**src/common/bpu_pkg.sv**
```systemverilog
// shared fetch types; groups are four aligned 32-bit slots, so a group covers 16 bytes
package bpu_pkg;

  // fetch group geometry
  localparam int unsigned group_slots = 4;
  localparam int unsigned slot_bytes  = 4;
  localparam int unsigned group_bytes = group_slots * slot_bytes;

  typedef enum logic [1:0] {
    br_cond = 2'd0,
    br_jump = 2'd1,
    br_call = 2'd2,
    br_ret  = 2'd3
  } branch_kind_e;

  // one resolved instruction from execute
  typedef struct packed {
    logic         valid;
    logic [31:0]  pc;
    logic         is_branch;
    logic         taken;
    logic         mispredict;
    logic [31:0]  target;
    branch_kind_e kind;
    logic [31:0]  redirect_pc;
  } resolve_t;

  // group handed to the consumer
  // taken_slot is one-hot, or zero when the group falls through
  typedef struct packed {
    logic        valid;
    logic [31:0] pc;
    logic [3:0]  slot_valid;
    logic [3:0]  taken_slot;
    logic [31:0] next_pc;
  } fetch_group_t;

  // per-slot lookup result
  // hit already includes the counter threshold
  typedef struct packed {
    logic         hit;
    branch_kind_e kind;
    logic [31:0]  target;
  } slot_pred_t;

endpackage

```
**src/logic/fetch_pc_gen.sv**
```systemverilog
// consumer must never return more credits than it holds; a redirect blocks issue that cycle
module fetch_pc_gen #(
  parameter int unsigned credits  = 4,
  parameter logic [31:0] reset_pc = 32'h0000_1000
) (
  input  logic                  clk,
  input  logic                  reset,
  input  logic                  credit_return,
  input  bpu_pkg::resolve_t     resolve0,
  input  bpu_pkg::resolve_t     resolve1,
  input  bpu_pkg::fetch_group_t pred,
  output logic [31:0]           pc,
  output logic                  issue,
  output bpu_pkg::fetch_group_t group
);

  localparam int unsigned cnt_w = $clog2(credits + 1);

  logic [cnt_w-1:0]      credit_q;
  logic                  redirect0;
  logic                  redirect;
  logic                  group_valid_q;
  bpu_pkg::fetch_group_t group_q;

  assign redirect0 = resolve0.valid && resolve0.mispredict;
  assign redirect  = redirect0 || (resolve1.valid && resolve1.mispredict);
  assign issue     = (credit_q != '0) && !redirect;

  always_ff @(posedge clk) begin
    if (reset) begin
      credit_q <= cnt_w'(credits);
    end else if (issue && !credit_return) begin
      credit_q <= credit_q - cnt_w'(1);
    end else if (credit_return && !issue) begin
      credit_q <= credit_q + cnt_w'(1);
    end
  end

  // port 0 redirect has priority
  always_ff @(posedge clk) begin
    if (reset) begin
      pc <= reset_pc;
    end else if (redirect) begin
      pc <= redirect0 ? resolve0.redirect_pc : resolve1.redirect_pc;
    end else if (issue) begin
      pc <= pred.next_pc;
    end
  end

  always_ff @(posedge clk) begin
    if (reset) begin
      group_valid_q <= 1'b0;
    end else begin
      group_valid_q <= issue;
    end
  end

  always_ff @(posedge clk) begin
    if (issue) begin
      group_q <= pred;
    end
  end

  always_comb begin
    group       = group_q;
    group.valid = group_valid_q;
  end

endmodule

```
**config.mk**
```make
export PLATFORM = sky130hd
export DESIGN_NAME = fetch_pc_gen
export DESIGN_NICKNAME = d
export VERILOG_FILES = /design/src/common/bpu_pkg.sv /design/src/logic/fetch_pc_gen.sv
export SDC_FILE = /design/constraint.sdc
export NUM_CORES = 1
export LEC_CHECK = 0
export BUFFER_PORTS_ARGS = -buffer_cell sky130_fd_sc_hd__buf_2
export CAP_MARGIN = 15
export CORE_AREA = 3 3 147 149
export DETAILED_ROUTE_END_ITERATION = 8
export DIE_AREA = 0 0 150 152
export PLACE_DENSITY_LB_ADDON = 0.05
export SLEW_MARGIN = 10
export SYNTH_ARGS = -nofsm -noshare
export SYNTH_HDL_FRONTEND = slang
export SYNTH_SLANG_ARGS = --single-unit
```
**constraint.sdc**
```tcl
create_clock -name clk -period 8.2 [get_ports clk]
set_input_delay 0.82 -clock clk [delete_from_list [all_inputs] [get_ports clk]]
set_output_delay 0.82 -clock clk [all_outputs]
set_load 0.01 [all_outputs]
```
==> run_results.csv <==
group,metric,value,unit
clock_tree,cts_tree,"built",
critical_path,crit_chain,"buf_2 > a22o_2 > nor2_4 > buf_4 > buf_2",
critical_path,reg2reg_depth,9,
clock_tree,cts_buffers,9,
global_route,grt_overflow,0,
routing,drcViolationCount,0,
logic_synthesis,syn-num-nets,602,
critical_path,r2r-start,"credit_q[0]",
critical_path,path_class,"input pin to output port",
sta,layout_min_cycle_time,4.46,ns
critical_path,slowest_delay,0.83,ns
critical_path,critPathTopFamily,"buffers and inverters",
sta,timing_max_transition_violations_final,0,
logic_synthesis,netlist_area,0.00415,mm2
logic_synthesis,synth_area_per_cell,13.0,um2
sta,setup_viol_count_final,0,
routing,num_vias,3562,
routing,wire_per_inst,18.1,um
routing,first_pass_iters,4,
placement,gp_routability_congestion,0.750,
sta,hold_violations,0,
cells_and_area,layout.nets,838,
global_route,grt_pass1_vias,3912,
worst_hold_path,hold_depth,2,
clock_tree,path_clk_slew,0.08,ns
sta,relSlewSlack,0.370,
cells_and_area,finalInstanceArea,0.00594,mm2
clock_tree,post_cts_buffers,0,
sta,worst_slew_pin_slew,0.943,ns
critical_path,critical_path_arrival,3.64,ns
critical_path,crit_path_top_delay_cell,"nor2_4",
logic_synthesis,synth_area_leaders,"edfxtp_1 52%, dfxtp_1 17%, a211oi_1 11%, and3_1 4.7%, a21oi_1 3.9%",
clock_tree,ctsHoldBuffers,0,
power,power_frac_seq,0.487,
power,p_int,0.000981,W
routing,via_per_inst,4.27,
critical_path,start_kind,"input pin",
power,vdd_ir_drop_max,0.0869,mV
sta,post-route-period-util,0.543,
power,p_sw_frac,0.302,
floorplan,rows,52,
placement,placed_area,0.00563,mm2
floorplan,fp.dieW,150,um
critical_path,crit_cells,5,
cells_and_area,final_cell_mix,"248 x buf_2, 72 x edfxtp_1, 62 x a211oi_1, 36 x dfxtp_1, 33 x nand2_1",
worst_hold_path,worstHoldStart,"pc[27]",
logic_synthesis,yosysTopAreaCell,"edfxtp_1",
clock_tree,h-tree-depth,3,
floorplan,die-area,0.0228,mm2
floorplan,initial_core_util,0.204,
critical_path,worstSetupEndpointType,"output port",
status,outcome,"complete, no violations",
power,p_clk_frac,0.317,
critical_path,cp.required,7.38,ns
routing,antenna_left,0,
sta,clock.fmax,224,MHz
floorplan,core_area,0.0203,mm2
sta,clock_skew,0.00663,ns
global_route,grtUsageTotal,0.130,
global_route,grt_max_degree,47,
clock_tree,cts.sinks,108,
cells_and_area,drive_gt1_frac,0.487,
logic_synthesis,netlist.area_leader.share,0.521,
worst_hold_path,hold_class,"register to register",
logic_synthesis,yosysWarnings,0,
power,p_leak,2.66,nW
critical_path,path_max_fanout,46,
critical_path,crit_path_start,"resolve0[101]",
power,power_frac_comb,0.197,
global_route,grt_pass1_wl,22.7,mm
clock_tree,clk-insertion-delay-late,0.35,ns
power,p_sw,0.000424,W
cells_and_area,layout_commonest_cell,"buf_2",
critical_path,crit_buf_inv,3,
logic_synthesis,ys_ff_latch,108,
placement,io_buffers,248,
floorplan,die_y,152,um
floorplan,io_pins,386,
job,cap_viol_max_count,0,
power,p_per_area,236,mW/mm2
clock_tree,clockBufferDepth,2,
sta,grt_setup_unrepaired,"false",
clock_tree,cts_root_buf,"clkbuf_16",
routing,wl,15.1,mm
logic_synthesis,yosysSeqAreaShare,0.695,
logic_synthesis,synth.distinct_cells,25,
placement,hpwlAfterDp,10.3,mm
global_route,antenna_found_initial,5,
sta,finalSetupTns,0,ns
critical_path,critical_path.most_common_cell,"buf_2",
cells_and_area,area_growth,43.2,%
clock_tree,ctsResizeCount,0,
routing,first_iter_violations,131,
logic_synthesis,syn_inst,320,
-- power by group through the flow --
stage	clock network (W)	logic, W	registers (W)
after global routing	0.000488	0.000309	0.000691
after floorplan	0	0.000108	0.000734
final	0.000445	0.000276	0.000684
after detailed placement	0	0.000286	0.000697
after CTS	0.000467	0.000287	0.000684
after global placement	0	0.000285	0.000695
-- through the flow --
step           cells  hold slack (ns)   util  setup slack (ns)  total power, W
6_report         834            0.551  0.293              3.74         0.00140
5_1_grt          834            0.568  0.293              3.46         0.00149
4_1_cts          831            0.552  0.292              3.61         0.00144
3_5_place_dp     815            0.531  0.277              3.33        0.000982
3_3_place_gp     815            0.532  0.277              3.38        0.000980
2_1_floorplan    320            0.496      -              2.12        0.000842
-- per-layer routing --
layer / wire (um) / vias up / part of all wire / track usage
met5: 27 / - / 0.0018 / 0
met4: 231 / 4 / 0.015 / 0.0501
met3: 1210 / 16 / 0.080 / 0.0378
met2: 6970 / 156 / 0.46 / 0.209
met1: 6670 / 1688 / 0.44 / 0.166
li1: - / 1698 / - / -
-- registers in the layout (all words and copies together) (netlist names) --
register	cells
credit_q	3
pc	32
group	72
group_valid_q	1
-- Yosys cell counts --
| master | n |
|---|---|
| a21oi_1 | 32 |
| nand3_1 | 2 |
| fa_1 | 1 |
| ha_1 | 1 |
| buf_2 | 10 |
| nor3_1 | 1 |
| edfxtp_1 | 72 |
| buf_6 | 3 |
| inv_1 | 5 |
| o21ai_0 | 2 |
| and3_1 | 31 |
| a32oi_1 | 1 |
| a22o_1 | 1 |
| buf_4 | 2 |
| a211oi_1 | 62 |
| clkbuf_1 | 12 |
| nor2_1 | 5 |
| dfxtp_1 | 36 |
| buf_1 | 1 |
| mux2i_1 | 1 |
| nor3_2 | 1 |
| xor2_1 | 2 |
| nand2_1 | 33 |
| a22oi_2 | 1 |
| or3_1 | 2 |
-- worst paths after layout --
check | slack, ns | end
setup / recovery | 3.74 | issue
hold reg to reg | 0.55 | pc[27]
hold / removal | 0.55 | pc[27]
setup reg to reg | 4.94 | credit_q[2]
-- layout make-up --
class,count,area [um2]
clock inverter,7,77.6
fill,2178,14400
antenna,3,7.51
inverter,5,18.8
sequential,108,2880
tap,270,338
timing repair buffer,253,1280
multi-input combinational,179,1110
clock buffer,9,225
-- worst reg2reg max path, stage by stage (launching register included) --
cell and delay [ns]:
dfxtp_1 0.43, nor3_4 0.08, nor2_4 0.70, buf_4 0.69, ha_1 0.34, inv_1 0.06
fa_1 0.37, xor2_1 0.16, or3_1 0.31, nand3_1 0.08
-- kinds of logic after synthesis --
kind of cell / after synthesis / share of synthesized area
multiplexers: 1 / 0.00241
XOR/XNOR: 2 / 0.00422
AND/OR/NAND/NOR: 75 / 0.0902
buffers and inverters: 33 / 0.0401
AO/OA/AOI/OAI: 99 / 0.160
adder cells (fa/ha/maj): 2 / 0.00784
flip-flops: 108 / 0.695
Note: power is estimated with default switching activity, not from simulation.
