<file path="config.mk">
export PLATFORM = sky130hd
export DESIGN_NAME = return_stack
export DESIGN_NICKNAME = d
export VERILOG_FILES = /design/src/common/bpu_pkg.sv /design/src/bpu/return_stack.sv
export SDC_FILE = /design/constraint.sdc
export NUM_CORES = 1
export LEC_CHECK = 0
export BUFFER_PORTS_ARGS = -buffer_cell sky130_fd_sc_hd__buf_2
export CAP_MARGIN = 0
export CORE_AREA = 4 4 168 292
export CTS_BUF_LIST = sky130_fd_sc_hd__clkbuf_4 sky130_fd_sc_hd__clkbuf_8
export CTS_CLUSTER_SIZE = 8
export DETAILED_ROUTE_END_ITERATION = 8
export DIE_AREA = 0 0 172 296
export GPL_TIMING_DRIVEN = 0
export PLACE_DENSITY = 0.57
export SETUP_SLACK_MARGIN = 0.02
export SLEW_MARGIN = 0
export SYNTH_ARGS = -nofsm -noshare
export SYNTH_HDL_FRONTEND = slang
export SYNTH_SLANG_ARGS = --single-unit
export TNS_END_PERCENT = 100
</file>
<file path="constraint.sdc">
create_clock -name clk -period 4.4 [get_ports clk]
set_clock_uncertainty 0.05 [all_clocks]
set_input_delay 0.66 -clock clk [delete_from_list [all_inputs] [get_ports clk]]
set_output_delay 0.66 -clock clk [all_outputs]
set_load 0.02 [all_outputs]
</file>
<file path="src/common/bpu_pkg.sv">
// shared fetch types; groups are four aligned 32-bit slots, so a group covers 16 bytes
package bpu_pkg;

  // fetch group geometry
  localparam int unsigned group_slots = 4;
  localparam int unsigned slot_bytes  = 4;
  localparam int unsigned group_bytes = group_slots * slot_bytes;

  typedef enum logic [1:0] {
    br_cond = 2'd0,
    br_jump = 2'd1,
    br_call = 2'd2,
    br_ret  = 2'd3
  } branch_kind_e;

  // one resolved instruction from execute
  typedef struct packed {
    logic         valid;
    logic [31:0]  pc;
    logic         is_branch;
    logic         taken;
    logic         mispredict;
    logic [31:0]  target;
    branch_kind_e kind;
    logic [31:0]  redirect_pc;
  } resolve_t;

  // group handed to the consumer
  // taken_slot is one-hot, or zero when the group falls through
  typedef struct packed {
    logic        valid;
    logic [31:0] pc;
    logic [3:0]  slot_valid;
    logic [3:0]  taken_slot;
    logic [31:0] next_pc;
  } fetch_group_t;

  // per-slot lookup result
  // hit already includes the counter threshold
  typedef struct packed {
    logic         hit;
    branch_kind_e kind;
    logic [31:0]  target;
  } slot_pred_t;

endpackage

</file>
<file path="src/bpu/return_stack.sv">
// wrapping stack, ras_depth a power of two >= 2; no overflow guard, top is undefined while empty
module return_stack #(
  parameter int unsigned ras_depth = 8
) (
  input  logic              clk,
  input  logic              reset,
  input  bpu_pkg::resolve_t resolve0,
  input  bpu_pkg::resolve_t resolve1,
  input  logic              pop,
  input  logic              issue,
  output logic [31:0]       top
);

  localparam int unsigned ptr_w = $clog2(ras_depth);

  logic [31:0]      mem_q [ras_depth];
  // next free slot
  logic [ptr_w-1:0] ptr_q;
  logic [ptr_w-1:0] ptr_popped;
  logic             push0;
  logic             push1;

  // only resolved taken calls push
  assign push0 = resolve0.valid && resolve0.is_branch && resolve0.taken &&
                 (resolve0.kind == bpu_pkg::br_call);
  assign push1 = resolve1.valid && resolve1.is_branch && resolve1.taken &&
                 (resolve1.kind == bpu_pkg::br_call);

  // pop applies before the pushes of the same cycle
  assign ptr_popped = ptr_q - ptr_w'(pop && issue);

  assign top = mem_q[ptr_q - ptr_w'(1)];

  always_ff @(posedge clk) begin
    if (reset) begin
      ptr_q <= '0;
    end else begin
      ptr_q <= ptr_popped + ptr_w'(push0) + ptr_w'(push1);
    end
  end

  always_ff @(posedge clk) begin
    if (push0) begin
      mem_q[ptr_popped] <= resolve0.pc + 32'(bpu_pkg::slot_bytes);
    end
    if (push1) begin
      mem_q[ptr_popped + ptr_w'(push0)] <= resolve1.pc + 32'(bpu_pkg::slot_bytes);
    end
  end

endmodule

</file>
==> impl_metrics.tcl <==
set metrics [dict create \
    design_area_sq_um 16400 \
    ys_seq_area_share_pct 55.8 \
    crit_path_end_kind "flip-flop" \
    cts.sinks 259 \
    async_flop_share_pct 0 \
    die_w_um 172 \
    grt_max_degree 17 \
    outcome "finished, final reports clean" \
    synth_nets 1190 \
    yosys_most_used_dff "edfxtp_1" \
    cts_buffers 39 \
    p_int_w 0.00410 \
    layout-drive-gt1-share_pct 31.6 \
    grt_overflow_total 0 \
    cap_violations 0 \
    initial_core_util_pct 29.7 \
    p_leak_nw 6.35 \
    path_clk_slew_ns 0.06 \
    worstSetupPathType "flip-flop to flip-flop" \
    post-route-period-util_pct 96.1 \
    finalCriticalPeriod_ns 4.23 \
    placed_area_sq_um 15600 \
    netlist_area_sq_um 13900 \
    rsz0062_at_grt "no" \
    r2r_cells 12 \
    sw_frac_of_total_pct 28.8 \
    setup_viol 0 \
    die_y_um 296 \
    portBuffers 108 \
    grt_pass1_vias 9926 \
    firstDrtPassIters 5 \
    cp.required_ns 4.63 \
    p_sw_w 0.00166 \
    grt.total_usage_pct 17.9 \
    routed_wirelength_um 46000 \
    gp_congestion 0.881 \
    design.die.area_sq_um 50900 \
    antenna_found_initial 5 \
    clockBufferDepth 3 \
    crit_chain "clkbuf_4 -> buf_8 -> inv_1 -> ha_1 -> ha_4 -> xnor2_1 -> xnor2_1 -> nand2_1 -> buf_2 -> buf_2 -> o21ai_4 -> buf_16" \
    peakVddDrop_mv 0.150 \
    power_density_nw_per_um2 352 \
    hold_path_class "input pin to flip-flop" \
    synth_warnings 0 \
    finalMaxSlewViolations 0 \
    h-tree-depth 2 \
    worst-path-stages 12 \
    design.core.area_sq_um 46800 \
    slew_headroom_pct 25.1 \
    cts_root_buf "clkbuf_8" \
    critical-path-top-delay-family "buffers and inverters" \
    grt_pass1_wl_um 66300 \
    drc 0 \
    drtIter0Drc 801 \
    cts_tree "built" \
    cp_slowest_cell "xnor2_1" \
    synth_area_per_cell_sq_um 14.3 \
    yosysUniqueCellTypes 35 \
    dp_hpwl_um 32600 \
    synth_edf_count 256 \
    nNetsFinal 1356 \
    area_growth_pct 17.9 \
    seqPwrFrac_pct 47.8 \
    num_rows 105 \
    critPathMaxFanout 15 \
    finalHoldViolations 0 \
    tightest_slew_ns 1.12 \
    wl_per_cell_um 26.5 \
    netlist_instances 974 \
    pwr-share-clk_pct 30.7 \
    vias 9296 \
    max_freq_mhz 236 \
    final_util_pct 35.0 \
    crit_path_start_kind "flip-flop" \
    path_buf_inv 6 \
    min_path_cells 2 \
    via_per_inst 5.34 \
    p_comb_share_pct 21.6 \
    io_pins 240 \
    yosys_register_bits 259 \
    arrival_ns 4.46 \
    ant_nets 0 \
    cp_slowest_stage_delay_ns 0.60 \
    insertion_delay_ns 0.56 \
]
==> metrics by stage <==
stage	worst slack (ns)	std cells	TNS [ns]	hold WS, ns	power [W]
3_3_place_gp	-3.97	1670	-831.45	0.863	0.00401
5_1_grt	0.0223	1739	0	0.310	0.00596
6_report	0.170	1740	0	0.292	0.00576
4_1_cts	0.0192	1739	0	0.273	0.00582
3_5_place_dp	-1.11	1687	-257.10	0.862	0.00404
2_1_floorplan	-0.332	974	-66.84	0.682	0.00357
==> layout by cell type (no fill, tap or decap), types with 8 or more instances in the layout <==
| cell type | instances |
|---|---|
| xnor2_1 | 46 |
| clkbuf_1 | 11 |
| mux2i_1 | 160 |
| buf_8 | 8 |
| clkbuf_2 | 9 |
| clkbuf_4 | 8 |
| a21oi_1 | 72 |
| inv_1 | 10 |
| xor2_1 | 16 |
| clkbuf_8 | 39 |
| nand4_1 | 15 |
| nor4_1 | 10 |
| mux4_2 | 64 |
| nand3_1 | 22 |
| mux2_2 | 56 |
| buf_2 | 137 |
| buf_16 | 9 |
| edfxtp_1 | 256 |
| nor3_1 | 20 |
| nand2_1 | 31 |
| nor2_1 | 85 |
==> cell type report <==
class,instances,area (sq um)
repair buffers,128,961
clock inverters,4,18.8
clock buffers,46,589
plain buffers,57,307
inverters,10,37.5
multi-input cells,645,5970
well taps,588,736
fillers,4555,30400
flip-flops and latches,259,7750
diodes,3,7.51
==> power groups by stage <==
stage | sequential, W | clock [W] | combinational [W]
global placement | 0.00281 | 0 | 0.00121
CTS | 0.00275 | 0.00181 | 0.00126
global route | 0.00275 | 0.00188 | 0.00133
floorplan | 0.00280 | 0 | 0.000769
detailed placement | 0.00280 | 0 | 0.00124
finish | 0.00275 | 0.00177 | 0.00124
==> repair_timing <==
| item | in CTS | in global routing |
|---|---|---|
| hold endpoints to repair | 0 | 0 |
| hold buffers | 0 | 0 |
| resized for setup | 17 | 14 |
| setup endpoints to repair | 510 | 111 |
| buffers inserted | 3 | 0 |
| pin swaps | 0 | 1 |
==> synth_stat cells (all sizes together) (10+ instances only) <==
master | number | share of area [%]
edfxtp | 256 | 55
mux2i | 160 | 12
nor2 | 85 | 2.3
a21oi | 72 | 2.6
mux4 | 64 | 10
mux2 | 56 | 4.5
xnor2 | 47 | 3.0
buf | 36 | 1.4
nand2 | 33 | 0.89
clkbuf | 24 | 0.65
nand3 | 23 | 0.86
nor3 | 20 | 0.72
nand4 | 16 | 0.77
nor4 | 16 | 1.1
xor2 | 16 | 1.0
inv | 10 | 0.27
==> per-layer routing <==
layer / part of all wire, % / routed length, um / GRT usage (%) / vias up
li1: - / - / - / 4110
met1: 36 / 16500 / 20.1 / 4637
met2: 53 / 24600 / 32.7 / 409
met3: 5.8 / 2660 / 2.61 / 136
met4: 4.9 / 2240 / 9.00 / 4
met5: 0.065 / 30 / 0 / -
==> registers in the layout (all words and copies together), names as in the netlist <==
| name | cells |
|---|---|
| mem_q | 256 |
| ptr_q | 3 |
==> logic make-up after synthesis <==
kind of cell,count (synthesis),share of synthesized area [%]
compound gates,80,2.96
xor+xnor,63,3.97
fa+ha+maj,8,0.721
buf+inv,70,2.33
flops,259,55.8
mux,280,26.5
simple gates,214,7.78
==> worst paths after layout <==
kind	startpoint	to	slack, ns
worst max-delay path	ptr_q[0]	mem_q[4][7]	0.17
worst min-delay path	reset	ptr_q[1]	0.29
worst max register to register	ptr_q[0]	mem_q[4][7]	0.17
worst min register to register	ptr_q[1]	mem_q[7][4]	0.98
==> worst reg2reg max path: stages, from the launching register on <==
cell	delay, ns
dfxtp_1	0.33
clkbuf_4	0.25
buf_8	0.22
inv_1	0.09
ha_1	0.23
ha_4	0.17
xnor2_1	0.60
xnor2_1	0.35
nand2_1	0.40
buf_2	0.48
buf_2	0.44
o21ai_4	0.17
buf_16	0.20
Power figures use the tool's default switching activity.
