--- config.mk ---
export PLATFORM = sky130hd
export DESIGN_NAME = slot_select
export DESIGN_NICKNAME = d
export VERILOG_FILES = /design/src/common/bpu_pkg.sv /design/src/bpu/slot_select.sv
export SDC_FILE = /design/constraint.sdc
export NUM_CORES = 1
export LEC_CHECK = 0
export BUFFER_PORTS_ARGS = -buffer_cell sky130_fd_sc_hd__buf_2
export CORE_AREA = 4 4 106 108
export DETAILED_ROUTE_END_ITERATION = 10
export DIE_AREA = 0 0 110 112
export MAX_ROUTING_LAYER = met4
export PLACE_DENSITY = 0.74
export SETUP_SLACK_MARGIN = 0.3
export SLEW_MARGIN = 20
export SYNTH_ARGS = -nofsm -noshare
export SYNTH_HDL_FRONTEND = slang
export SYNTH_SLANG_ARGS = --single-unit
--- constraint.sdc ---
create_clock -name vclk -period 4.1
set_input_delay 1.23 -clock vclk [all_inputs]
set_output_delay 1.23 -clock vclk [all_outputs]
set_load 0.01 [all_outputs]
--- src/common/bpu_pkg.sv ---
// shared fetch types; groups are four aligned 32-bit slots, so a group covers 16 bytes
package bpu_pkg;

  // fetch group geometry
  localparam int unsigned group_slots = 4;
  localparam int unsigned slot_bytes  = 4;
  localparam int unsigned group_bytes = group_slots * slot_bytes;

  typedef enum logic [1:0] {
    br_cond = 2'd0,
    br_jump = 2'd1,
    br_call = 2'd2,
    br_ret  = 2'd3
  } branch_kind_e;

  // one resolved instruction from execute
  typedef struct packed {
    logic         valid;
    logic [31:0]  pc;
    logic         is_branch;
    logic         taken;
    logic         mispredict;
    logic [31:0]  target;
    branch_kind_e kind;
    logic [31:0]  redirect_pc;
  } resolve_t;

  // group handed to the consumer
  // taken_slot is one-hot, or zero when the group falls through
  typedef struct packed {
    logic        valid;
    logic [31:0] pc;
    logic [3:0]  slot_valid;
    logic [3:0]  taken_slot;
    logic [31:0] next_pc;
  } fetch_group_t;

  // per-slot lookup result
  // hit already includes the counter threshold
  typedef struct packed {
    logic         hit;
    branch_kind_e kind;
    logic [31:0]  target;
  } slot_pred_t;

endpackage

--- src/bpu/slot_select.sv ---
// purely combinational; pred.valid is always low here and is set by the issue stage
module slot_select (
  input  logic [31:0]                                    pc,
  input  bpu_pkg::slot_pred_t [bpu_pkg::group_slots-1:0] slots,
  input  logic [31:0]                                    ras_top,
  output bpu_pkg::fetch_group_t                          pred,
  output logic                                           pop
);

  logic [1:0] offset;
  logic [3:0] eligible;
  logic       found;
  logic [1:0] sel;

  assign offset = pc[3:2];

  // slots before the entry offset never count
  always_comb begin
    for (int k = 0; k < bpu_pkg::group_slots; k++) begin
      eligible[k] = slots[k].hit && (2'(k) >= offset);
    end
  end

  // lowest eligible position wins
  always_comb begin
    found = 1'b0;
    sel   = 2'd0;
    for (int k = 0; k < bpu_pkg::group_slots; k++) begin
      if (eligible[k] && !found) begin
        found = 1'b1;
        sel   = 2'(k);
      end
    end
  end

  always_comb begin
    logic [31:0] seq_pc;
    seq_pc          = {pc[31:4], 4'b0000} + 32'(bpu_pkg::group_bytes);
    pred.valid      = 1'b0;
    pred.pc         = pc;
    pred.taken_slot = 4'b0000;
    pred.next_pc    = seq_pc;
    for (int k = 0; k < bpu_pkg::group_slots; k++) begin
      pred.slot_valid[k] = (2'(k) >= offset) && (!found || 2'(k) <= sel);
    end
    if (found) begin
      pred.taken_slot[sel] = 1'b1;
      // returns take the stack top, everything else the stored target
      if (slots[sel].kind == bpu_pkg::br_ret) begin
        pred.next_pc = ras_top;
      end else begin
        pred.next_pc = slots[sel].target;
      end
    end
  end

  // stack only moves when the group actually issues
  assign pop = found && (slots[sel].kind == bpu_pkg::br_ret);

endmodule

==> PnR_summary.wiki <==
{| class="wikitable"
! Metric !! Value
|-
| Status || finished with violations
|-
| Violations in the final reports || setup timing
|-
| Power spent charging and discharging nets || 0.4680 mW
|-
| Endpoint kind of the worst setup timing path || primary output
|-
| Final Hold Viols || 0
|-
| Vias after detailed routing || 4776
|-
| Relative contribution of the clock network to total power || 0%
|-
| Wire length per cell after detailed routing || 19.97 µm
|-
| Non-Filler Instances || 864
|-
| First-pass DRT Iterations || 6
|-
| Top cell type's share of synthesized area || 12.23%
|-
| Max-slew violation total from the final report || 0
|-
| Row Count || 37
|-
| Sequential share of power || 0%
|-
| Input/output buffers || 273
|-
| Number of distinct library cell variants in the gate-level netlist after synthesis || 54
|-
| Synth area leader || sky130_fd_sc_hd__a211oi_1
|-
| Post-DR vias/cell || 5.528
|-
| Violation count after the first detailed-routing iteration || 393
|-
| Final period utilization || 105.2%
|-
| Final critical-path setup slack || -0.2125 ns
|-
| Per-instance average area after synthesis || 6.683 µm²
|-
| Die footprint || 12320 µm²
|-
| Sum of routed wire length over all layers || 17260 µm
|-
| Count of clock-net buffers in the final layout || 0
|-
| Total power per unit cell area || 168.6 nW/µm²
|-
| Via count of the first global-routing pass || 4455
|-
| Global route total overflow || 0
|-
| Max-Cap Viols || 0
|-
| DRC violations left || 0
|-
| Hold Crit Depth || 0
|-
| Leakage dissipation || 2.772 nW
|-
| Area added between synthesis and finish || 112.0%
|-
| Count leader, synth || sky130_fd_sc_hd__a211oi_1
|-
| Layout cell share with drive strength beyond 1 || 67.45%
|-
| Crit Path Category || input port to primary output
|-
| Width of the die || 110 µm
|-
| Total setup violations reported at the end of the flow || 32
|-
| Final-layout setup total negative slack || -5.131 ns
|-
| Switching share of power || 48.49%
|-
| Max frequency || 231.9 MHz
|-
| Class of the worst hold path || input port to primary output
|-
| Comb power frac || 100.0%
|-
| Worst Setup Start Kind || input port
|-
| I/O pin count || 278
|-
| Number of antenna violations at the first check in global routing || 0
|-
| Cell types with the largest area share after synthesis || sky130_fd_sc_hd__a211oi_1 12%, sky130_fd_sc_hd__o221ai_1 9.7%, sky130_fd_sc_hd__buf_4 9.5%
|-
| Peak VDD IR || 0.00007428 V
|-
| Number of cells after detailed placement || 828
|-
| Net count after synthesis || 609
|-
| Warnings, synthesis || 0
|-
| Worst Hold Margin || 2.460 ns
|-
| Storage cell area || 0 µm²
|-
| Data required time of the worst path || 2.87 ns
|-
| Initial core utilization || 26.39%
|-
| Shortest period the worst path allows || 4.313 ns
|-
| Internal power || 0.4971 mW
|-
| Global-route wire length before repair || 23230 µm
|-
| Core region area || 10230 µm²
|-
| Antenna Cells || 0
|-
| Estimated wirelength of the detail-placed design || 12580 µm
|-
| Post-detailed-route count of antenna-violating nets || 0
|-
| Arrival time worst endpoint || 3.08 ns
|-
| Sequential share of the synthesized area || 0%
|-
| Most instantiated cells after synthesis || 44 x sky130_fd_sc_hd__a211oi_1, 34 x sky130_fd_sc_hd__buf_4, 31 x sky130_fd_sc_hd__and3_1
|-
| Gate count after technology mapping || 404
|-
| Height of the die || 112 µm
|-
| Maximum number of pins on one net before global-route repair || 31
|-
| Net count of the finished layout || 935
|-
| RSZ-0062 raised after global routing || yes
|-
| Sequential cell count || 0
|-
| Cell area after technology mapping || 2700 µm²
|-
| CP Max Fanout || 9
|-
| Weighted congestion reported at the end of routability-driven placement || 1.021
|-
| Final Total Pwr || 0.9651 mW
|-
| Worst setup timing slack at the placement stage || -0.2730 ns
|-
| Total routing resource utilization after global routing || 24.08%
|}
## layout by cell type, fill, tap and decap left out, types with 3 or more instances in the layout
| cell type | n |
|---|---|
| sky130_fd_sc_hd__nand3_2 | 7 |
| sky130_fd_sc_hd__a211oi_1 | 9 |
| sky130_fd_sc_hd__buf_4 | 80 |
| sky130_fd_sc_hd__nand3_1 | 15 |
| sky130_fd_sc_hd__buf_8 | 4 |
| sky130_fd_sc_hd__a21oi_2 | 3 |
| sky130_fd_sc_hd__a211oi_4 | 6 |
| sky130_fd_sc_hd__a211oi_2 | 29 |
| sky130_fd_sc_hd__and3_4 | 4 |
| sky130_fd_sc_hd__buf_6 | 31 |
| sky130_fd_sc_hd__inv_1 | 8 |
| sky130_fd_sc_hd__xnor2_1 | 14 |
| sky130_fd_sc_hd__nor3_1 | 10 |
| sky130_fd_sc_hd__o221ai_1 | 26 |
| sky130_fd_sc_hd__a211o_1 | 8 |
| sky130_fd_sc_hd__nand4_1 | 16 |
| sky130_fd_sc_hd__buf_12 | 12 |
| sky130_fd_sc_hd__nor4_4 | 4 |
| sky130_fd_sc_hd__a311o_1 | 17 |
| sky130_fd_sc_hd__nor2_2 | 3 |
| sky130_fd_sc_hd__xor2_1 | 11 |
| sky130_fd_sc_hd__o221ai_2 | 4 |
| sky130_fd_sc_hd__a21oi_4 | 3 |
| sky130_fd_sc_hd__and3_1 | 27 |
| sky130_fd_sc_hd__nor3_2 | 4 |
| sky130_fd_sc_hd__nand2_1 | 25 |
| sky130_fd_sc_hd__o211ai_1 | 4 |
| sky130_fd_sc_hd__mux2i_1 | 4 |
| sky130_fd_sc_hd__nor2_1 | 26 |
| sky130_fd_sc_hd__clkbuf_16 | 5 |
| sky130_fd_sc_hd__buf_2 | 264 |
## critical path: stages
cell and delay, ns:
sky130_fd_sc_hd__buf_6 0.10, sky130_fd_sc_hd__nor2b_4 0.14, sky130_fd_sc_hd__o21bai_4 0.23, sky130_fd_sc_hd__buf_6 0.14
sky130_fd_sc_hd__nand4_1 0.12, sky130_fd_sc_hd__o211ai_1 0.16, sky130_fd_sc_hd__buf_4 0.20, sky130_fd_sc_hd__buf_8 0.18
sky130_fd_sc_hd__a211oi_1 0.09, sky130_fd_sc_hd__or3_4 0.36, sky130_fd_sc_hd__buf_6 0.13
## power groups by stage
stage / clock (mW) / combinational, mW / sequential [mW]
after global routing: 0 / 1.02 / 0
final: 0 / 0.965 / 0
after CTS: 0 / 0.834 / 0
after detailed placement: 0 / 0.726 / 0
after floorplan: 0 / 0.401 / 0
after global placement: 0 / 0.725 / 0
## routing by layer
metal  wire [µm]  vias up  GRT usage, %  part of all wire (%)
met1        6882     2270         31.87                    40
met4         373        0         2.826                   2.2
li1            -     2212             -                     -
met3        1302       39         2.435                   7.5
met2        8696      255         40.45                    50
met5           0        -             -                     0
## cell families after synthesis
logic type                 Yosys count  share of synthesized area, %
AOI/OAI and AO/OA                  127                         39.62
muxes                                5                         1.900
and+or+nand+nor                    162                         32.21
xor gates and xnor gates            26                         8.434
adders and majority gates            1                        0.4633
buffers and inverters               82                         17.24
other                                1                        0.1389
## through the flow
stage               util (%)  area (µm²)
finish                 55.96        5725
CTS                    50.97        5215
global placement       46.45        4752
floorplan                  -        2985
detailed placement     46.45        4752
global route           55.96        5725
## repair_timing
action,in CTS,in global routing
gates cloned,3,6
setup buffers,10,17
setup endpoints to repair,33,33
resized for setup,68,57
hold buffers,0,0
pin swaps,19,50
## area by class of cell
| class | count | area (µm²) |
|---|---|---|
| Fill cell | 971 | 4506 |
| Multi-Input combinational cell | 322 | 2794 |
| Inverter | 8 | 30.03 |
| Timing Repair Buffer | 398 | 2731 |
| Tap cell | 136 | 170.2 |
## worst paths after layout
check,start,slack [ns],to
max,slots[34],-0.21,pred[27]
min,pc[0],2.46,pred[40]
(Power assumes the default switching activity.)
